==> config.mk <==
export PLATFORM = sky130hd
export DESIGN_NAME = tagStore
export DESIGN_NICKNAME = d
export VERILOG_FILES = /design/src/logic/cachePkg.sv /design/src/logic/tagStore.sv
export SDC_FILE = /design/constraint.sdc
export NUM_CORES = 1
export LEC_CHECK = 0
export BUFFER_PORTS_ARGS = -buffer_cell sky130_fd_sc_hd__buf_2
export CORE_ASPECT_RATIO = 0.6
export CORE_MARGIN = 1
export CORE_UTILIZATION = 64
export DETAILED_ROUTE_END_ITERATION = 6
export HOLD_SLACK_MARGIN = 0.02
export PLACE_DENSITY = 0.8
export SLEW_MARGIN = 15
export SYNTH_ARGS = -nofsm -noshare
export SYNTH_HDL_FRONTEND = slang
export SYNTH_SLANG_ARGS = --single-unit
==> constraint.sdc <==
create_clock -name clk -period 2.3 [get_ports clk]
set_clock_uncertainty 0.05 [all_clocks]
set_input_delay 0.115 -clock clk [delete_from_list [all_inputs] [get_ports clk]]
set_output_delay 0.115 -clock clk [all_outputs]
set_load 0.005 [all_outputs]
==> src/logic/cachePkg.sv <==
package cachePkg;

  //////////////////////////////////////////////////
  // Cache geometry
  //////////////////////////////////////////////////
  localparam int tagBits   = 6;   // Tag field width
  localparam int setBits   = 6;   // Set index width
  localparam int wordBits  = 3;   // Word index inside a line
  localparam int numSets   = 64;  // Sets per way
  localparam int lineWords = 8;   // Words per line

  // AXI response code, the cache never reports an error
  localparam logic [1:0] respOkay = 2'b00;

  //////////////////////////////////////////////////
  // Shared structures
  //////////////////////////////////////////////////

  // Byte address split, MSB first
  typedef struct packed {
    logic [tagBits-1:0]  tag;      // Compared against the stored tag
    logic [setBits-1:0]  set;      // Selects one of 64 sets
    logic [wordBits-1:0] word;     // Word inside the 8-word line
    logic                byteSel;  // Ignored, all accesses are full words
  } addrT;

  // Metadata of one way in one set
  typedef struct packed {
    logic               valid;  // Line holds memory contents
    logic [tagBits-1:0] tag;    // Upper address bits of the cached line
  } metaT;

  // Request captured by the AXI front end
  typedef struct packed {
    logic        write;  // High for a write, low for a read
    addrT        addr;   // Word address of the access
    logic [15:0] wdata;  // Write data, unused on reads
  } cpuReqT;

  // Word request toward the backing memory
  typedef struct packed {
    logic        valid;  // Held until the memory acks
    logic        write;  // Write-through when high, line fill word when low
    addrT        addr;
    logic [15:0] data;
  } memReqT;

  // Memory completion, ack is a single cycle pulse
  typedef struct packed {
    logic        ack;
    logic [15:0] data;  // Read data, valid in the ack cycle
  } memRspT;

  // Outcome of one tag lookup
  typedef struct packed {
    logic           hit;        // Some way matched
    logic           hitWay;     // Matching way, meaningful on a hit
    logic           victimWay;  // Way to replace on a miss
    metaT [1:0]     meta;       // Raw metadata of both ways
  } lookupT;

endpackage

==> src/logic/tagStore.sv <==
module tagStore import cachePkg::*; (
  input  logic               clk,
  input  logic               arstN,
  input  logic [setBits-1:0] lookupSet,  // Set to read and to update
  input  logic [tagBits-1:0] lookupTag,  // Tag of the current request
  output lookupT             result,     // Valid one cycle after lookupSet
  input  logic               metaWe,     // Write metaIn into metaWay
  input  logic               metaWay,
  input  metaT               metaIn,
  input  logic               lruWe,      // Update the set's LRU bit
  input  logic               lruVictim   // New victim way of the set
);

  metaT               metaArr [2][numSets];  // Way by set metadata
  logic [numSets-1:0] lruBits;               // One victim pointer per set
  metaT [1:0]         rdMeta;                // Both ways of the looked up set
  logic               rdLru;                 // LRU bit of the looked up set
  logic [tagBits-1:0] tagQ;                  // Request tag aligned with rdMeta
  logic               match0;
  logic               match1;

  //////////////////////////////////////////////////
  // Arrays, cleared so every line starts invalid
  //////////////////////////////////////////////////
  always_ff @(posedge clk or negedge arstN) begin
    if (!arstN) begin
      for (int s = 0; s < numSets; s++) begin
        metaArr[0][s] <= '0;
        metaArr[1][s] <= '0;
      end
      lruBits <= '0;
    end else begin
      if (metaWe) metaArr[metaWay][lookupSet] <= metaIn;
      if (lruWe)  lruBits[lookupSet] <= lruVictim;
    end
  end

  // Registered read of both ways, done every cycle
  always_ff @(posedge clk) begin
    rdMeta[0] <= metaArr[0][lookupSet];
    rdMeta[1] <= metaArr[1][lookupSet];
    rdLru     <= lruBits[lookupSet];
    tagQ      <= lookupTag;  // Compare uses the tag from the same cycle
  end

  //////////////////////////////////////////////////
  // Parallel compare
  //////////////////////////////////////////////////
  assign match0 = rdMeta[0].valid && (rdMeta[0].tag == tagQ);
  assign match1 = rdMeta[1].valid && (rdMeta[1].tag == tagQ);

  always_comb begin
    result.hit    = match0 | match1;
    result.hitWay = match1;  // Only one way can match a given tag
    // Fill an empty way first, otherwise follow the LRU pointer
    if (!rdMeta[0].valid)      result.victimWay = 1'b0;
    else if (!rdMeta[1].valid) result.victimWay = 1'b1;
    else                       result.victimWay = rdLru;
    result.meta   = rdMeta;
  end

endmodule

==> metrics <==
Worst-Skew Late Latency=0.67 ns; # DRC=0; Synthesis Warnings=0; Achievable Freq=445 MHz; post-synth top area cell=dfrtp_1; Slew Viols, Final=0; Die ar.=72100 um2; unrepaired setup endpoints after global routing=yes; register area share after synthesis=53.8%; Cells after Synth=3433; Pint=29300 uW; Antenna Nets Post-Route=0; slack of the worst reg-to-reg path=0.06 ns; # IOs=42; WL/cell=30.3 um; Synth area leaders=dfrtp_1 (53%), mux2_2 (25%), a221oi_1 (2.8%); Net Sw Frac=25.5%; post-synthesis xor/xnor area fraction=0.231%; VDD IR-drop max=0.646 mV; Max-slew headroom=13.9%; post-CTS setup buffers=0; CP Capture Type=register; vias in the first global route=32900; Comb power frac=11.8%; Seq pwr share=49.8%; Hold Startpoint=lookupTag[0]; initial antenna violation count=7; DP HPWL=93.3 mm; Post-synth top cells=mux2_2 (1013), dfrtp_1 (960), clkbuf_1 (202); compound-gate portion of the synthesized area=9.40%; R2R cell count=5; Clock Sinks=981; Setup CP Type=primary input to register; most common cell in the synthesized netlist=mux2_2; CTS tree=yes; Async SR Flop Fraction=97.9%; maximum fanout along the worst path=20; DP Area=48900 um2; Post-Syn Nets=3458; post-route cell area=52000 um2; Hold Path Class=primary input to register; share of cells above drive strength 1=45.7%; number of vias per cell=7.06; Reg2Reg Capture Point=result[5]; fillers=4317; worst setup path start=lookupSet[4]; main combinational cell family by area after synthesis=multiplexers; Clock transition at path regs=0.06 ns; initial core utilization=64.9%; clk root buf=clkbuf_16; RD Place Congestion=0.948; Power Density=756 nW/um2; Period Utilization, post-route=97.8%; row count=75; CTS buffer count=86; synthesized flop and latch total=981; final WL=139 mm; vias=32400; P_leak=0.0243 uW; core outline area=70000 um2; initial DRC count=3907; Worst EP arrival=2.70 ns; Post-layout nets=3622; # setup viols final=0; post-synth design cell area=45400 um2; Hold Path Depth=2; mux cell area share after synthesis=27.9%; Netlist cell types=70; die span in y=208 um; Psw=10000 uW; gr usage total=38.9%; largest net degree at the start of global routing=115; final core utilization=74.3%; max cap viols=0; number of synthesized flops with an enable pin=0; Worst Hold Path EP=tagQ[0]; number of iterations in the first detailed-routing pass=6; Startpoint Class=primary input; H-tree depth=3; Final min period=2.25 ns; Die W=346 um; post-synthesis simple-gate area fraction=5.82%; CP Data Required Time=2.76 ns; mean post-synth cell area=13.2 um2; measured slew at the worst slew-check pin=1.28 ns; Area growth syn-to-layout=14.5%; Clock power frac=38.4%; status=complete, no violations; grt ovf=0; Setup WS post-layout=0.0516 ns; ys flop type=dfrtp_1; first-pass GRT wire length=210 mm; port bufs=41; Setup WS pre-CTS=-0.294 ns; top-area cell type share of the netlist area=52.9%; reg2reg start=metaArr[810]; adder-cell share of the synthesized area=0%; Hold Fails Final Rpt=0; Max clock buf depth=3
-- power groups by stage --
stage,Clock (uW),Sequential (uW),Combinational (uW)
global placement,0,19700,4290
CTS,15200,19600,4560
global route,15800,19700,4930
detailed placement,0,19900,4490
finish,15100,19600,4660
floorplan,0,19500,2720
-- metal layers --
metal / wire, um / GRT usage, % / vias up
met5: 70 / 0 / -
met4: 3760 / 10.2 / 10
met3: 20300 / 16.9 / 335
met2: 57200 / 53.1 / 1987
met1: 57700 / 56.5 / 16900
li1: - / - / 13200
-- worst max path at each step --
stage / end / slack [ns] / cells after the start
2_1_floorplan: result[5] / 0.20 / 5
3_3_place_gp: metaArr[137] / -0.23 / 5
3_5_place_dp: metaArr[83] / -0.29 / 5
4_1_cts: result[5] / 0.03 / 5
5_1_grt: result[5] / -0.02 / 5
6_report: result[8] / 0.05 / 8
-- worst max-delay path, stage by stage --
cell,delay [ns]
dlygate4sd3_1,0.53
buf_2,0.21
nand2b_1,0.12
or2_2,0.63
buf_4,0.29
o221ai_1,0.20
a22oi_1,0.42
nand4_1,0.16
-- sequential cells by signal, summed over array words and instances (netlist names) --
register,cells
tagQ,6
lruBits,64
rdLru,1
result,14
metaArr,896
-- layout by cell type (no fill, tap or decap), types with 70 or more instances in the layout --
cell type  netlist  routed
mux2i_1         70      70
a221oi_1       145     145
buf_12           0      71
mux2_2        1013    1013
buf_4           10     258
nor2_2          88      88
dfrtp_1        960     960
a22oi_1        106     106
nand2_1        102     100
clkbuf_16        0      89
-- stage by stage --
step | hold WS [ns] | instances | TNS, ns | power (uW)
finish | 0.0436 | 4592 | 0 | 39300
global route | 0.0520 | 4591 | -0.0151 | 40500
CTS | 0.0253 | 4591 | 0 | 39300
detailed placement | 0.0503 | 4414 | -14.65 | 24300
global placement | 0.0428 | 4414 | -9.38 | 24000
floorplan | -0.231 | 3433 | 0 | 22300
-- timing repair --
action,4_1_cts,5_1_grt
pin swaps,0,0
endpoints found under the setup margin,1,6
gates cloned,0,0
hold endpoints to repair,899,0
gates resized for setup,6,13
hold buffers,19,0
-- final cells by class --
cell class,instances,area (um2),area share [%]
Antenna cell,1,2.50,0.00481
Clock buffer,125,2490,4.79
Clock inverter,33,392,0.753
Inverter,6,22.5,0.0433
Multi-Input combinational cell,2142,19800,38.0
Sequential cell,981,24500,47.0
Tap cell,924,1160,2.22
Timing Repair Buffer,380,3730,7.18
-- cells by family (layout without fill, tap and decap cells) --
logic type,Yosys count,after routing
AO/OA/AOI/OAI,548,548
buffers and inverters,310,544
other,0,1
AND/OR/NAND/NOR,469,469
multiplexers,1113,1113
flip-flops,981,981
XOR/XNOR,12,12
No activity file was read; power rests on OpenSTA's default activity.
