<file path="config.mk">
export PLATFORM = sky130hd
export DESIGN_NAME = missEngine
export DESIGN_NICKNAME = d
export VERILOG_FILES = /design/src/logic/cachePkg.sv /design/src/logic/missEngine.sv
export SDC_FILE = /design/constraint.sdc
export NUM_CORES = 1
export LEC_CHECK = 0
export BUFFER_PORTS_ARGS = -buffer_cell sky130_fd_sc_hd__buf_4
export CAP_MARGIN = 0
export CORE_MARGIN = 4
export CORE_UTILIZATION = 25
export DETAILED_ROUTE_END_ITERATION = 16
export GPL_TIMING_DRIVEN = 0
export PLACE_DENSITY_LB_ADDON = 0.25
export SYNTH_ARGS = -nofsm -noshare
export SYNTH_HDL_FRONTEND = slang
export SYNTH_SLANG_ARGS = --single-unit
</file>
<file path="constraint.sdc">
create_clock -name clk -period 2.3 [get_ports clk]
set_input_delay 0.115 -clock clk [delete_from_list [all_inputs] [get_ports clk]]
set_output_delay 0.115 -clock clk [all_outputs]
set_load 0.02 [all_outputs]
</file>
<file path="src/logic/cachePkg.sv">
package cachePkg;

  //////////////////////////////////////////////////
  // Cache geometry
  //////////////////////////////////////////////////
  localparam int tagBits   = 6;   // Tag field width
  localparam int setBits   = 6;   // Set index width
  localparam int wordBits  = 3;   // Word index inside a line
  localparam int numSets   = 64;  // Sets per way
  localparam int lineWords = 8;   // Words per line

  // AXI response code, the cache never reports an error
  localparam logic [1:0] respOkay = 2'b00;

  //////////////////////////////////////////////////
  // Shared structures
  //////////////////////////////////////////////////

  // Byte address split, MSB first
  typedef struct packed {
    logic [tagBits-1:0]  tag;      // Compared against the stored tag
    logic [setBits-1:0]  set;      // Selects one of 64 sets
    logic [wordBits-1:0] word;     // Word inside the 8-word line
    logic                byteSel;  // Ignored, all accesses are full words
  } addrT;

  // Metadata of one way in one set
  typedef struct packed {
    logic               valid;  // Line holds memory contents
    logic [tagBits-1:0] tag;    // Upper address bits of the cached line
  } metaT;

  // Request captured by the AXI front end
  typedef struct packed {
    logic        write;  // High for a write, low for a read
    addrT        addr;   // Word address of the access
    logic [15:0] wdata;  // Write data, unused on reads
  } cpuReqT;

  // Word request toward the backing memory
  typedef struct packed {
    logic        valid;  // Held until the memory acks
    logic        write;  // Write-through when high, line fill word when low
    addrT        addr;
    logic [15:0] data;
  } memReqT;

  // Memory completion, ack is a single cycle pulse
  typedef struct packed {
    logic        ack;
    logic [15:0] data;  // Read data, valid in the ack cycle
  } memRspT;

  // Outcome of one tag lookup
  typedef struct packed {
    logic           hit;        // Some way matched
    logic           hitWay;     // Matching way, meaningful on a hit
    logic           victimWay;  // Way to replace on a miss
    metaT [1:0]     meta;       // Raw metadata of both ways
  } lookupT;

endpackage

</file>
<file path="src/logic/missEngine.sv">
module missEngine import cachePkg::*; (
  input  logic                clk,
  input  logic                arstN,
  input  cpuReqT              req,        // Stable from reqValid until done
  input  logic                reqValid,
  output logic                doneValid,
  output logic [15:0]         doneData,
  output logic [setBits-1:0]  lookupSet,
  output logic [tagBits-1:0]  lookupTag,
  input  lookupT              lookup,
  output logic                metaWe,
  output logic                metaWay,
  output metaT                metaIn,
  output logic                lruWe,
  output logic                lruVictim,
  output logic [setBits-1:0]  dataSet,
  output logic [wordBits-1:0] dataWord,
  output logic                dataWe,
  output logic                dataWay,
  output logic [15:0]         dataWdata,
  input  logic [15:0]         rdWay0,
  input  logic [15:0]         rdWay1,
  output memReqT              memReq,
  input  memRspT              memRsp
);

  typedef enum logic [2:0] {
    stIdle, stLookup, stWriteThru, stFill, stFillRead, stDone
  } engStateT;

  engStateT            state;
  logic [wordBits-1:0] fillCnt;  // Next line word to fetch
  logic                wayQ;     // Hit way, or victim way during a fill
  logic                lastWord;

  assign lastWord = (fillCnt == wordBits'(lineWords - 1));
  // Read result comes straight from the registered array output
  assign doneData = wayQ ? rdWay1 : rdWay0;

  //////////////////////////////////////////////////
  // Datapath control
  //////////////////////////////////////////////////
  always_comb begin
    lookupSet   = req.addr.set;   // Arrays always follow the request
    lookupTag   = req.addr.tag;
    dataSet     = req.addr.set;
    dataWord    = req.addr.word;
    dataWe      = 1'b0;
    dataWay     = wayQ;
    dataWdata   = req.wdata;
    metaWe      = 1'b0;
    metaWay     = wayQ;
    metaIn      = '{valid: 1'b1, tag: req.addr.tag};
    lruWe       = 1'b0;
    lruVictim   = ~wayQ;          // The other way becomes the victim
    memReq      = '0;
    memReq.write = req.write;
    memReq.addr  = req.addr;
    memReq.data  = req.wdata;
    doneValid   = 1'b0;
    case (state)
      stLookup: begin
        if (lookup.hit) begin
          lruWe     = 1'b1;
          lruVictim = ~lookup.hitWay;
          dataWay   = lookup.hitWay;
          dataWe    = req.write;  // Write hit updates the cached copy too
        end
      end
      stWriteThru: begin
        memReq.valid = 1'b1;
        doneValid    = memRsp.ack;  // So bvalid follows the ack by one cycle
      end
      stFill: begin
        memReq.valid        = 1'b1;
        memReq.write        = 1'b0;
        memReq.addr.word    = fillCnt;
        memReq.addr.byteSel = 1'b0;
        dataWord            = fillCnt;
        dataWdata           = memRsp.data;
        dataWe              = memRsp.ack;
        metaWe              = memRsp.ack & lastWord;  // Line turns valid with its last word
        lruWe               = memRsp.ack & lastWord;
      end
      stDone:  doneValid = 1'b1;
      default: ;
    endcase
  end

  //////////////////////////////////////////////////
  // State sequencing
  //////////////////////////////////////////////////
  always_ff @(posedge clk or negedge arstN) begin
    if (!arstN) begin
      state   <= stIdle;
      fillCnt <= '0;
      wayQ    <= 1'b0;
    end else begin
      case (state)
        stIdle: if (reqValid) state <= stLookup;  // Arrays are read on this edge
        stLookup: begin
          if (lookup.hit) begin
            wayQ  <= lookup.hitWay;
            state <= req.write ? stWriteThru : stDone;
          end else if (req.write) begin
            state <= stWriteThru;  // No write-allocate, tags stay as they are
          end else begin
            wayQ    <= lookup.victimWay;
            fillCnt <= '0;
            state   <= stFill;
          end
        end
        stWriteThru: if (memRsp.ack) state <= stIdle;
        stFill: begin
          if (memRsp.ack) begin
            fillCnt <= fillCnt + 1'b1;
            if (lastWord) state <= stFillRead;
          end
        end
        stFillRead: state <= stDone;  // Reread the requested word from the new line
        stDone:     state <= stIdle;
        default:    state <= stIdle;
      endcase
    end
  end

endmodule

</file>
==> summary.md <==
| Metric | Value |
|---|---|
| FF+latch area | between 150 and 200 sq um |
| Clk Latency, worst-skew pair | around 230 ps |
| Die Ht | 82.9 um |
| Syn nets | between 200 and 300 |
| 1st-iter DRT viols | 18 |
| Worst setup margin | roughly 340 ps |
| Tightest Hold Check Type | in2reg |
| Post-CTS sizing | 0 |
| WHS Path Cells | 3 |
| Max Slew Vio Count | 0 |
| Vias per Instance | around 4.2 |
| RSZ-0062 raised after global routing | false |
| Final worst path period need | 1960 ps |
| Cell area after layout | between 0.002 and 0.003 sq mm |
| Grt ovf | 0 |
| Syn. warnings | 0 |
| Largest net degree at the start of global routing | 11 |
| Slowest stage delay, CP | ~460 ps |
| Final ANT Viol Nets | 0 |
| WL/cell | approximately 13 um |
| CP required | 2180 ps |
| Post-route DRC | 0 |
| H-tree levels | 1 |
| Ports | a little over 200 |
| Hold wc startpoint | reqValid |
| Worst path cell trace | nor2b_4, nand2_4, buf_6, mux2_4, buf_4, buf_4 |
| Leak | around 1.6 nW |
| VDD IR max | approximately 0.00047 V |
| Layout Skew | about 1.8 ps |
| Ant diodes | 0 |
| DP Wirelength | between 4000 and 5000 um |
| Xor/xnor cell area share of the yosys netlist | 0% |
| Initial antenna violation count | 0 |
| Fill cell count | 520 |
| Setup WS pre-CTS | ~580 ps |
| Largest family of logic cells by synthesized area | buffers and inverters |
| Port Buffer Count | approximately 180 |
| Via count | approximately 1,700 |
| Total GRT Usage | between 10 and 15% |
| Worst Setup EP | memReq[19] |
| CP startpoint | state[0] |
| Final TNS setup | 0 ps |
| Initial Util | 26.6% |
| Clock Path Buffers | 2 |
| Worst r2r src | state[1] |
| Slowest stage cell, crit path | dfrtp_1 |
| First-pass GRT wire length | 7880 um |
| NumNets Final | ~440 |
| Drt total wl | 5150 um |
| Compound-Gate Fraction of Synth Area | 6.70% |
| Critical Path Sink Type | output port |
| Die area | between 0.006 and 0.007 sq mm |
| Maxcap violations | 0 |
| Critical path launch point type | register |
| Post-Synth Adder-Cell Area | around 1.8% |
| Register area share after synthesis | 12.5% |
| RePlAce Congestion | 0.788 |
| Final std cells w/o fill | approximately 400 |
| Fin crit share | 85.2% |
| Area Growth Syn to Fin | 104% |
| Post-synthesis cell count | ~150 |
| Register-to-Register Setup Slack | roughly 890 ps |
| Critical path fanouts, max | 10 |
| Top cell type's share of synthesized area | a little under a third |
| Synth Register Bits | 7 |
| Crit Path Category | reg2out |
| PwrDens | between 800 and 900 mW/mm^2 |
| Floorplan Core Area | ~0.0053 sq mm |
| Status | completed |
| F_max | 511 MHz |
| Hold Fails Final Rpt | 0 |
| Average cell area after synthesis | just over 9 sq um |
| Path length in cells of the critical path | 6 |
| Cell taking the most area after synthesis | buf_4 |
| Die width | 82.9 um |
| Multi-input logic area | 749 sq um |
| CTS Sinks | 7 |
| Total power | 2.33 mW |
| Clk root buf | clkbuf_8 |
| Total CTS buffers | 3 |
| Post-Syn Area | approximately 0.0014 sq mm |
| Worst r2r path cells | 3 |
| Total iterations of the first detailed-routing run | 4 |
| Yosys cell types | 31 |
| Post-CTS setup repair buffer count | 0 |
| Top area cells in the synthesized netlist | buf_4 (30%), mux2_4 (18%), mux2_2 (14%) |
| Worst path buffer plus inverter count | 3 |
| DP Area | roughly 0.0028 sq mm |
| Most used cell, CP | buf_4 |
| Setup violations, final | 0 |
| Number of global-route vias before repair | 1,741 |
| RR Endpoint | fillCnt[2] |
| Share of layout cells above drive strength 1 | 82.9% |
| Worst-path clk slew | roughly 40 ps |
| # rows | 26 |
| Simple-gate share of the synthesized area | about 12% |
| Top delay family on crit path | flip-flops |
| WP data arrival | approximately 1800 ps |
| Dpl cells | about 400 |
| Mux share of post-synthesis cell area | between 30% and 40% |
| CTS tree | yes |
[Yosys cell counts (all sizes together)]
library cell  count
or3               1
o21ai             5
a21oi             6
ha                2
nand2             6
o31ai             1
nor3              2
or2b              1
nor2b             3
dfrtp             7
a22o              1
inv               4
and2              2
nand3b            2
o221ai            1
and4bb            1
buf              61
clkbuf            1
nand2b            3
mux2             35
o21a              1
nand4             2
nand3             2
a31oi             1
nor2              2
conb              1
[cell type report]
class                      instances  share of cell area (%)
inverter                           4                   0.525
buffer                            62                    16.2
clock buffer                       4                    1.58
multi-input combinational         81                    26.2
tap                               70                    3.06
timing repair buffer             176                    46.3
sequential                         7                    6.13
[per-stage QoR]
step,hold slack [ps],util (%)
4_1_cts,112,54.2
3_3_place_gp,-69.5,53.2
3_5_place_dp,-68.7,53.2
5_1_grt,138,54.2
2_1_floorplan,-181,-
6_report,118,54.2
[worst min path at each step]
stage	end	slack, ps
6_report	state[0]	120
3_5_place_dp	fillCnt[2]	-70
4_1_cts	state[0]	110
3_3_place_gp	fillCnt[2]	-70
5_1_grt	state[0]	140
2_1_floorplan	fillCnt[0]	-180
[kinds of logic after synthesis]
family / count (synthesis)
other: 1
buffers and inverters: 66
adders and majority gates: 2
and+or+nand+nor: 27
muxes: 35
AOI/OAI and AO/OA: 16
DFF: 7
[worst reg2reg max path, stage by stage, from the launching register on]
cell and delay, ps:
dfrtp_1 450, or3_1 430, a21oi_1 290, o21ai_0 120
[per-layer routing]
| layer | global-route usage, % | vias up | part of all wire, % |
|---|---|---|---|
| met5 | 0 | - | 0 |
| met4 | 4.01 | 0 | 1.2 |
| met3 | 7.23 | 4 | 14 |
| met2 | 25.5 | 115 | 52 |
| met1 | 13.1 | 748 | 33 |
| li1 | - | 829 | - |
[where the power goes]
part | internal, mW | switching, mW | leakage (nW) | total, mW
clock network | 0.120 | 0.0523 | 0.0228 | 0.172
logic | 0.982 | 0.931 | 1.49 | 1.91
registers | 0.180 | 0.0639 | 0.0874 | 0.244
[cell usage in the layout (no fill, tap or decap)]
master / Yosys / layout
or3_1: 1 / 1
o221ai_1: 1 / 1
inv_1: 4 / 4
nor2b_1: 2 / 2
clkbuf_8: 0 / 3
buf_4: 56 / 231
dfrtp_1: 7 / 7
conb_1: 1 / 1
buf_6: 2 / 2
nand2_1: 5 / 5
o21a_1: 1 / 1
nand3_1: 2 / 2
nor2b_4: 1 / 1
nand4_1: 2 / 2
and4bb_2: 1 / 1
clkbuf_1: 1 / 2
buf_2: 3 / 3
nand3b_1: 2 / 2
a31oi_1: 1 / 1
a22o_1: 1 / 1
or2b_1: 1 / 1
o31ai_1: 1 / 1
nor2_1: 2 / 2
mux2_4: 17 / 17
dlygate4sd3_1: 0 / 1
and2_1: 2 / 2
nand2_4: 1 / 1
o21ai_0: 5 / 5
nor3_1: 2 / 2
nand2b_1: 3 / 3
ha_1: 2 / 2
a21oi_1: 6 / 6
mux2_2: 18 / 18
[timing repair]
action | 4_1_cts | 5_1_grt
endpoints found under the hold margin | 7 | 0
endpoints found under the setup margin | 0 | 0
hold buffers | 1 | 0
[state kept, by name, indices dropped and copies added, names as in the netlist]
register	flops
fillCnt	3
state	3
metaWay	1
Power figures use the tool's default switching activity.
