## src/logic/cachePkg.sv

```systemverilog
package cachePkg;

  //////////////////////////////////////////////////
  // Cache geometry
  //////////////////////////////////////////////////
  localparam int tagBits   = 6;   // Tag field width
  localparam int setBits   = 6;   // Set index width
  localparam int wordBits  = 3;   // Word index inside a line
  localparam int numSets   = 64;  // Sets per way
  localparam int lineWords = 8;   // Words per line

  // AXI response code, the cache never reports an error
  localparam logic [1:0] respOkay = 2'b00;

  //////////////////////////////////////////////////
  // Shared structures
  //////////////////////////////////////////////////

  // Byte address split, MSB first
  typedef struct packed {
    logic [tagBits-1:0]  tag;      // Compared against the stored tag
    logic [setBits-1:0]  set;      // Selects one of 64 sets
    logic [wordBits-1:0] word;     // Word inside the 8-word line
    logic                byteSel;  // Ignored, all accesses are full words
  } addrT;

  // Metadata of one way in one set
  typedef struct packed {
    logic               valid;  // Line holds memory contents
    logic [tagBits-1:0] tag;    // Upper address bits of the cached line
  } metaT;

  // Request captured by the AXI front end
  typedef struct packed {
    logic        write;  // High for a write, low for a read
    addrT        addr;   // Word address of the access
    logic [15:0] wdata;  // Write data, unused on reads
  } cpuReqT;

  // Word request toward the backing memory
  typedef struct packed {
    logic        valid;  // Held until the memory acks
    logic        write;  // Write-through when high, line fill word when low
    addrT        addr;
    logic [15:0] data;
  } memReqT;

  // Memory completion, ack is a single cycle pulse
  typedef struct packed {
    logic        ack;
    logic [15:0] data;  // Read data, valid in the ack cycle
  } memRspT;

  // Outcome of one tag lookup
  typedef struct packed {
    logic           hit;        // Some way matched
    logic           hitWay;     // Matching way, meaningful on a hit
    logic           victimWay;  // Way to replace on a miss
    metaT [1:0]     meta;       // Raw metadata of both ways
  } lookupT;

endpackage

```

## src/logic/axiLiteFront.sv

```systemverilog
module axiLiteFront import cachePkg::*; (
  input  logic        clk,
  input  logic        arstN,
  input  logic [15:0] awaddr,
  input  logic        awvalid,
  output logic        awready,
  input  logic [15:0] wdata,
  input  logic        wvalid,
  output logic        wready,
  output logic [1:0]  bresp,
  output logic        bvalid,
  input  logic        bready,
  input  logic [15:0] araddr,
  input  logic        arvalid,
  output logic        arready,
  output logic [15:0] rdata,
  output logic [1:0]  rresp,
  output logic        rvalid,
  input  logic        rready,
  output cpuReqT      req,        // Held stable while the engine works
  output logic        reqValid,   // Pulses once per accepted transaction
  input  logic        doneValid,  // Engine result strobe
  input  logic [15:0] doneData    // Read word from the engine
);

  typedef enum logic [1:0] {stIdle, stBusy, stResp} frontStateT;

  frontStateT state;
  frontStateT stateNext;
  logic       accept;     // Registered copy of the idle state, low out of reset
  logic       takeRd;     // AR handshake this cycle
  logic       takeWr;     // Joint AW and W handshake this cycle
  logic       respTaken;  // Master consumed the pending response

  //////////////////////////////////////////////////
  // Handshakes
  //////////////////////////////////////////////////
  assign arready = accept;
  // A write only transfers when both halves are present and no read competes
  assign awready = accept & ~arvalid & wvalid;
  assign wready  = accept & ~arvalid & awvalid;

  assign takeRd    = accept & arvalid;                        // Reads win a tie
  assign takeWr    = accept & ~arvalid & awvalid & wvalid;
  assign respTaken = (rvalid & rready) | (bvalid & bready);

  assign rresp = respOkay;  // No error path in this cache
  assign bresp = respOkay;

  // One transaction in flight at a time
  always_comb begin
    stateNext = state;
    case (state)
      stIdle:  if (takeRd | takeWr) stateNext = stBusy;
      stBusy:  if (doneValid) stateNext = stResp;
      stResp:  if (respTaken) stateNext = stIdle;  // Back-pressure parks us here
      default: stateNext = stIdle;
    endcase
  end

  always_ff @(posedge clk or negedge arstN) begin
    if (!arstN) begin
      state    <= stIdle;
      accept   <= 1'b0;
      reqValid <= 1'b0;
      rvalid   <= 1'b0;
      bvalid   <= 1'b0;
    end else begin
      state    <= stateNext;
      accept   <= (stateNext == stIdle);  // Drops on the handshake edge itself
      reqValid <= takeRd | takeWr;
      if (state == stBusy && doneValid) begin
        rvalid <= ~req.write;  // Response kind follows the captured request
        bvalid <= req.write;
      end else if (respTaken) begin
        rvalid <= 1'b0;
        bvalid <= 1'b0;
      end
    end
  end

  //////////////////////////////////////////////////
  // Request capture and read data register
  //////////////////////////////////////////////////
  always_ff @(posedge clk) begin
    if (takeRd) begin
      req.write <= 1'b0;
      req.addr  <= araddr;
      req.wdata <= '0;
    end else if (takeWr) begin
      req.write <= 1'b1;
      req.addr  <= awaddr;
      req.wdata <= wdata;
    end
    if (state == stBusy && doneValid) rdata <= doneData;  // Stable until taken
  end

endmodule

```

## config.mk

```make
export PLATFORM = sky130hd
export DESIGN_NAME = axiLiteFront
export DESIGN_NICKNAME = d
export VERILOG_FILES = /design/src/logic/cachePkg.sv /design/src/logic/axiLiteFront.sv
export SDC_FILE = /design/constraint.sdc
export NUM_CORES = 1
export LEC_CHECK = 0
export ABC_CLOCK_PERIOD_IN_PS = 1600
export BUFFER_PORTS_ARGS = -buffer_cell sky130_fd_sc_hd__buf_4
export CORE_MARGIN = 4
export CORE_UTILIZATION = 25
export CTS_CLUSTER_DIAMETER = 60
export DETAILED_ROUTE_END_ITERATION = 12
export GPL_TIMING_DRIVEN = 1
export HOLD_SLACK_MARGIN = 0.12
export PLACE_DENSITY = 0.63
export SYNTH_ARGS = -nofsm -noshare
export SYNTH_HDL_FRONTEND = slang
export SYNTH_SLANG_ARGS = --single-unit
```

## constraint.sdc

```tcl
create_clock -name clk -period 1.6 [get_ports clk]
set_input_delay 0.08 -clock clk [delete_from_list [all_inputs] [get_ports clk]]
set_output_delay 0.08 -clock clk [all_outputs]
set_load 0.02 [all_outputs]
```

==> metrics.md, run 1 <==
| Metric | Value |
|---|---|
| Status | complete, no violations |
| Share of cells above drive strength 1 | between 40 and 50% |
| P_leak | between 1.5 and 2 nW |
| Post-synthesis mux area share | 0% |
| WL per Instance | roughly 14 µm |
| CP max-delay cell | dfrtp_1 |
| Placed cells | around 380 |
| Nets@finish | ~420 |
| Ys async rst share | 10.9% |
| Placer congestion estimate | around 0.70 |
| Power density cells | 1170 nW/µm² |
| Synth warn | 0 |
| Peak supply drop | about 0.38 mV |
| Post-Synth Simple-Gate Area | a little under a tenth |
| FF+latch count, synth | 55 |
| Kind of cell adding the most delay to the critical path | simple AND/OR/NAND/NOR gates |
| Final WL | 6.19 mm |
| Sequential share of power | 45.3% |
| Clock Tree Buf Depth | 2 |
| DRT Pass-1 Iters | 4 |
| Antenna violations before repair | 0 |
| Critical path fanouts, max | 17 |
| Switching Share | 33.0% |
| Period utilisation layout | ~90% |
| Fmax | 706 MHz |
| Grt met3 use | ~3.5% |
| M1 GR Usage | 14.1% |
| Netlist cell types | 23 |
| Final Instance Count excl. Fillers | approximately 450 |
| Initial Util | 26.2% |
| Final setup fails | 0 |
| Num CTS Buffers | 5 |
| Clock power frac | between 10% and 20% |
| Vias in the first global route | about 2000 |
| Detail Route Antenna Nets | 0 |
| Post-DP HPWL | around 4.2 mm |
| Clock tree from TritonCTS | done |
| RSZ-0062 raised after global routing | false |
| Synthesized area per cell | 13.4 µm² |
| Total grt overflow | 0 |
| CP endpoint kind | flip-flop |
| Crit-path cells | and2_1 -> buf_4 -> nand2b_4 |
| Synth Area in Compound Gates | between 10% and 20% |
| DIE AREA | slightly below 10000 µm² |
| Final Critical Period | 1.42 ns |
| CP Buf/Inv Count | 1 |
| Die width | approximately 100 µm |
| Sw Pwr | around 1.5 mW |
| Post-synthesis adder-cell area fraction | 0% |
| Sink Count | 55 |
| Class of the most critical setup path | flip-flop to flip-flop |
| Int Pwr | approximately 3.0 mW |
| H-Tree Depth | 2 |
| Remaining DRCs | 0 |
| Largest net degree at the start of global routing | 34 |
| CP Launch Type | flip-flop |
| Most frequent cell after synthesis | nand2_1 |
| Worst-path clk slew | about 0.1 ns |
| Critical Path RT | 1.59 ns |
| Comb power frac | between 30% and 40% |
| Share of the synthesized area in the top cell type | around 47% |
| Std-Cell Core Area | around 8000 µm² |
| Area delta synth->final | 88.9% |
| Hold Crit Class | primary input to flip-flop |
| Area contributors post-synth | edfxtp_1 (47%), dfxtp_1 (17%), a22o_1 (7.7%) |
| Post-route setup slack | about 0.18 ns |
| IO Pins | roughly 130 |
| Cell accounting for the most synthesized area | edfxtp_1 |
| Post-synthesis sequential area ratio | 70.6% |
| CP arrival | about 1.4 ns |
| DRT iter0 DRCs | 46 |
| I/O Buffers | 126 |
| Mapped Area | ~2000 µm² |
| Die span in y | between 90 and 100 µm |
| Worst-Skew Late Latency | approximately 0.30 ns |
| Max-Cap Viols | 0 |
| List of most frequent post-synthesis cells | nand2_1 (34), edfxtp_1 (32), a22o_1 (18), a21oi_1 (17), dfxtp_1 (17) |
| Final-report hold violation count | 0 |
| Gr busiest metal | met2 |
| Vias per cell | roughly 4.2 |
| Number of synthesized flops with an enable pin | 32 |
| Std-Cell Rows | 32 |
| Setup TNS | 0 ns |
| Number of diodes | 0 |
| Ys flop type | edfxtp_1 |
| Largest family of logic cells by synthesized area | compound AO/OA/AOI/OAI gates |
| First-pass GRT wire length | between 9 and 10 mm |
| Slew Viols, Final | 0 |
| Clk root buf | clkbuf_8 |
| Post-Synth XOR/XNOR Area | 0% |
| Critical path's largest stage delay | between 0.4 and 0.5 ns |
| Post-Synthesis Cells | between 150 and 200 |
| Post_cts resized | 0 |
| Met2 Usage GRT | 23.1% |
| Vias | between 1500 and 2000 |
| Total Routing Usage GR | between 10% and 20% |
| Worst slack, placed | roughly 0.19 ns |
| Setup Skew | roughly 0.010 ns |
[path summary, 6_finish.rpt]
path                               from  slack, ns  cells after the start        to
worst max-delay path            arready       0.18                      3   req[25]
worst min-delay path            awvalid       0.28                      3  reqValid
worst max register to register  arready       0.18                      3   req[25]
worst min register to register   req[1]       0.46                      2    req[1]
max in group asynchronous         arstN       0.61                      3  reqValid
min in group asynchronous         arstN       0.75                      3  state[0]
[layout by cell type, fill, tap and decap left out, drive strengths merged, types with 2 or more instances in the layout]
cell,count
buf,132
dlygate4sd3,69
nand2,34
edfxtp,32
a22o,18
a21oi,17
dfxtp,17
dfrtp,6
clkbuf,6
conb,4
and3b,2
a221oi,2
clkinv,2
[cell type report]
| class | instances | area (µm²) |
|---|---|---|
| Fill cell | 703 | 3960 |
| Clock buffer | 6 | 72.6 |
| Sequential cell | 55 | 1450 |
| Timing Repair Buffer | 201 | 1710 |
| Tap cell | 102 | 128 |
| Clock inverter | 2 | 12.5 |
| Inverter | 1 | 3.75 |
| Multi-Input combinational cell | 86 | 509 |
[power by group through the flow]
| stage | Sequential, mW | Clock [mW] | Combinational, mW |
|---|---|---|---|
| final | 2.05 | 0.741 | 1.74 |
| after global routing | 2.09 | 0.831 | 1.86 |
| after CTS | 2.06 | 0.783 | 1.76 |
| after detailed placement | 2.09 | 0 | 1.62 |
| after global placement | 2.08 | 0 | 1.60 |
| after floorplan | 2.44 | 0 | 0.516 |
[sequential cells by signal, summed over array words and instances, names as in the netlist]
signal / cells
rdata: 16
reqValid: 1
rvalid: 1
req: 33
bvalid: 1
arready: 1
state: 2
[worst reg2reg max path: cells and delay by family, from the launching register on]
family | cells | cell delay, ns
buf+inv | 1 | 0.18
simple gates | 2 | 0.47
flops | 1 | 0.45
[per-stage QoR]
step           utilization, %  hold WS, ns  power, mW  cell area, µm²
2_1_floorplan               -       -0.216       2.95            2070
3_3_place_gp             39.6       -0.101       3.68            3110
3_5_place_dp             39.6      -0.0999       3.71            3110
4_1_cts                  49.5        0.273       4.60            3880
5_1_grt                  49.5        0.286       4.79            3880
6_report                 49.5        0.275       4.53            3880
[kinds of logic after synthesis]
kind of cell	count (synthesis)
AND/OR/NAND/NOR	42
AO/OA/AOI/OAI	40
buffers and inverters	15
other	1
flip-flops	55
[metal layers]
metal / share of wire [%] / vias to the layer above
li1: - / 936
met1: 39 / 894
met2: 52 / 79
met3: 7.4 / 9
met4: 1.8 / 0
met5: 0 / -
[timing repair]
action	CTS	global route
endpoints found under the setup margin	0	0
endpoints found under the hold margin	57	0
hold buffers	69	0
buffers inserted	0	0
No activity file was read; power rests on OpenSTA's default activity.
==> run 2, diff against run 1 <==
--- a/config.mk
+++ b/config.mk
@@ -11,9 +11,9 @@
 export CORE_UTILIZATION = 25
 export CTS_CLUSTER_DIAMETER = 60
 export DETAILED_ROUTE_END_ITERATION = 12
-export GPL_TIMING_DRIVEN = 1
 export HOLD_SLACK_MARGIN = 0.12
 export PLACE_DENSITY = 0.63
+export RECOVER_POWER = 50
 export SYNTH_ARGS = -nofsm -noshare
 export SYNTH_HDL_FRONTEND = slang
 export SYNTH_SLANG_ARGS = --single-unit
==> run 2 against run 1 <==
Net effect: combinational power is 13% lower; flip-flop and latch count stayed put; count of clock-buffer cells in the layout stayed put; sequential power hardly changed; fmax hardly changed; hold slack worse by 0.0016 ns; wire length is 0.27% higher; clock skew hardly changed; via count is 0.36% lower; non-clock buffer count stayed put; power is 5.1% lower; clock power hardly changed; largest cell class unchanged; highest routed layer unchanged.
==> metrics.md, run 2 (synthesis results as in run 1) <==
| Metric | Value |
|---|---|
| Max-Cap Viols | 0 |
| P_leak | between 1 and 1.5 nW |
| RSZ-0062 raised after global routing | false |
| Worst-path clk slew | roughly 0.10 ns |
| IO Pins | ~130 |
| Hold Crit Class | primary input to flip-flop |
| Class of the most critical setup path | flip-flop to flip-flop |
| # hold bufs at CTS | 69 |
| Vias in the first global route | around 2000 |
| Reg2Reg Capture Point | req[29] |
| Largest registers | req (33), rdata (16), state (2) |
| Largest net degree at the start of global routing | 34 |
| DRT Pass-1 Iters | 4 |
| Detail Route Antenna Nets | 0 |
| Worst slack, placed | roughly 0.19 ns |
| Final setup fails | 0 |
| Period utilisation layout | roughly nine tenths |
| Power density cells | about 1200 nW/µm² |
| Critical path fanouts, max | 17 |
| Total Routing Usage GR | approximately 13% |
| Final-report hold violation count | 0 |
| Final Critical Period | around 1.4 ns |
| Area delta synth->final | 79.4% |
| Flop2flop setup slack | about 0.18 ns |
| Fmax | 706 MHz |
| DRT iter0 DRCs | 68 |
| Placer congestion estimate | ~0.70 |
| FF-to-FF Start | arready |
| Clock Tree Buf Depth | 2 |
| DIE AREA | 9740 µm² |
| I/O Buffers | around 130 |
| Antenna violations before repair | 0 |
| R2R depth | 3 |
| Setup TNS | 0 ns |
| Max reg flops | 33 |
| Final Util | approximately 47% |
| Clk root buf | clkbuf_8 |
| Clock tree from TritonCTS | done |
| CP arrival | about 1.4 ns |
| Vias | roughly 1900 |
| Worst Hold Path EP | reqValid |
| Postcts setup bufs | 0 |
| H-Tree Depth | 2 |
| First-pass GRT wire length | between 9 and 10 mm |
| CP endpoint kind | flip-flop |
| Post-DP HPWL | approximately 4.2 mm |
| Total grt overflow | 0 |
| Setup Skew | 0.0101 ns |
| Post_cts resized | 0 |
| Critical Path RT | roughly 1.6 ns |
| Std-Cell Rows | 32 |
| Share of cells above drive strength 1 | roughly a quarter |
| Worst-Skew Late Latency | about 0.3 ns |
| Die width | just under 100 µm |
| WL per Instance | 13.7 µm |
| Slew Viols, Final | 0 |
| Std-Cell Core Area | approximately 8000 µm² |
| Post-route setup slack | between 0.15 and 0.2 ns |
| Status | complete, no violations |
| Most frequent cells in the layout | dlygate4sd3_1 (69), buf_4 (61), clkbuf_1 (53) |
| Initial Util | about a quarter |
| Commonest non-fill, non-tap cell in the layout | dlygate4sd3_1 |
| Remaining DRCs | 0 |
| Nets@finish | approximately 420 |
| Peak supply drop | approximately 0.36 mV |
| Worst Min Path Start | awvalid |
| Sink Count | 55 |
| Number of diodes | 0 |
| Final WL | roughly 6.2 mm |
| Biggest register | req |
| Die span in y | just under 100 µm |
| Hold Path Depth | 3 |
| Num CTS Buffers | 5 |
| Vias per cell | 4.22 |
| CP Launch Type | flip-flop |
run 2: final cells by class:
| type | instances | area [µm²] |
|---|---|---|
| clock buffer | 6 | 72.6 |
| clock inverter | 2 | 12.5 |
| fill | 758 | 4160 |
| inverter | 1 | 3.75 |
| multi-input combinational | 86 | 509 |
| sequential | 55 | 1450 |
| tap | 102 | 128 |
| timing repair buffer | 201 | 1510 |
run 2: layer usage:
metal | GRT usage, % | wire length [µm]
met1 | 14.1 | 2450
met2 | 23.1 | 3180
met3 | 3.47 | 458
met4 | 4.10 | 109
met5 | 0 | 0
run 2: metrics by stage:
stage	hold WS [ns]	instances	cell area, µm²	power, mW
after detailed placement	-0.0999	376	3110	3.71
after global routing	0.286	453	3690	4.56
final	0.273	453	3690	4.30
after global placement	-0.101	376	3110	3.68
after floorplan	-0.216	156	2070	2.95
after CTS	0.273	453	3880	4.60
run 2: how the worst max path moves through the flow:
stage / startpoint / endpoint / slack [ns] / cells past startpoint
global placement: arready / req[21] / 0.25 / 3
finish: arready / req[29] / 0.18 / 3
floorplan: arready / req[16] / 0.08 / 4
CTS: arready / req[22] / 0.16 / 3
detailed placement: arready / req[22] / 0.19 / 3
global route: arready / req[19] / 0.08 / 3
run 2: worst max-delay path, cell delays in order (launching register included):
cell and delay [ns]:
dfrtp_1 0.45, and2_1 0.19, buf_4 0.18, nand2b_4 0.28
run 2: power by group:
part	internal, mW	switching, mW	total [mW]	leakage (nW)
clock	0.308	0.434	0.742	0.0428
combinational	0.618	0.895	1.51	0.930
sequential	1.88	0.162	2.05	0.518
total	2.81	1.49	4.30	1.49
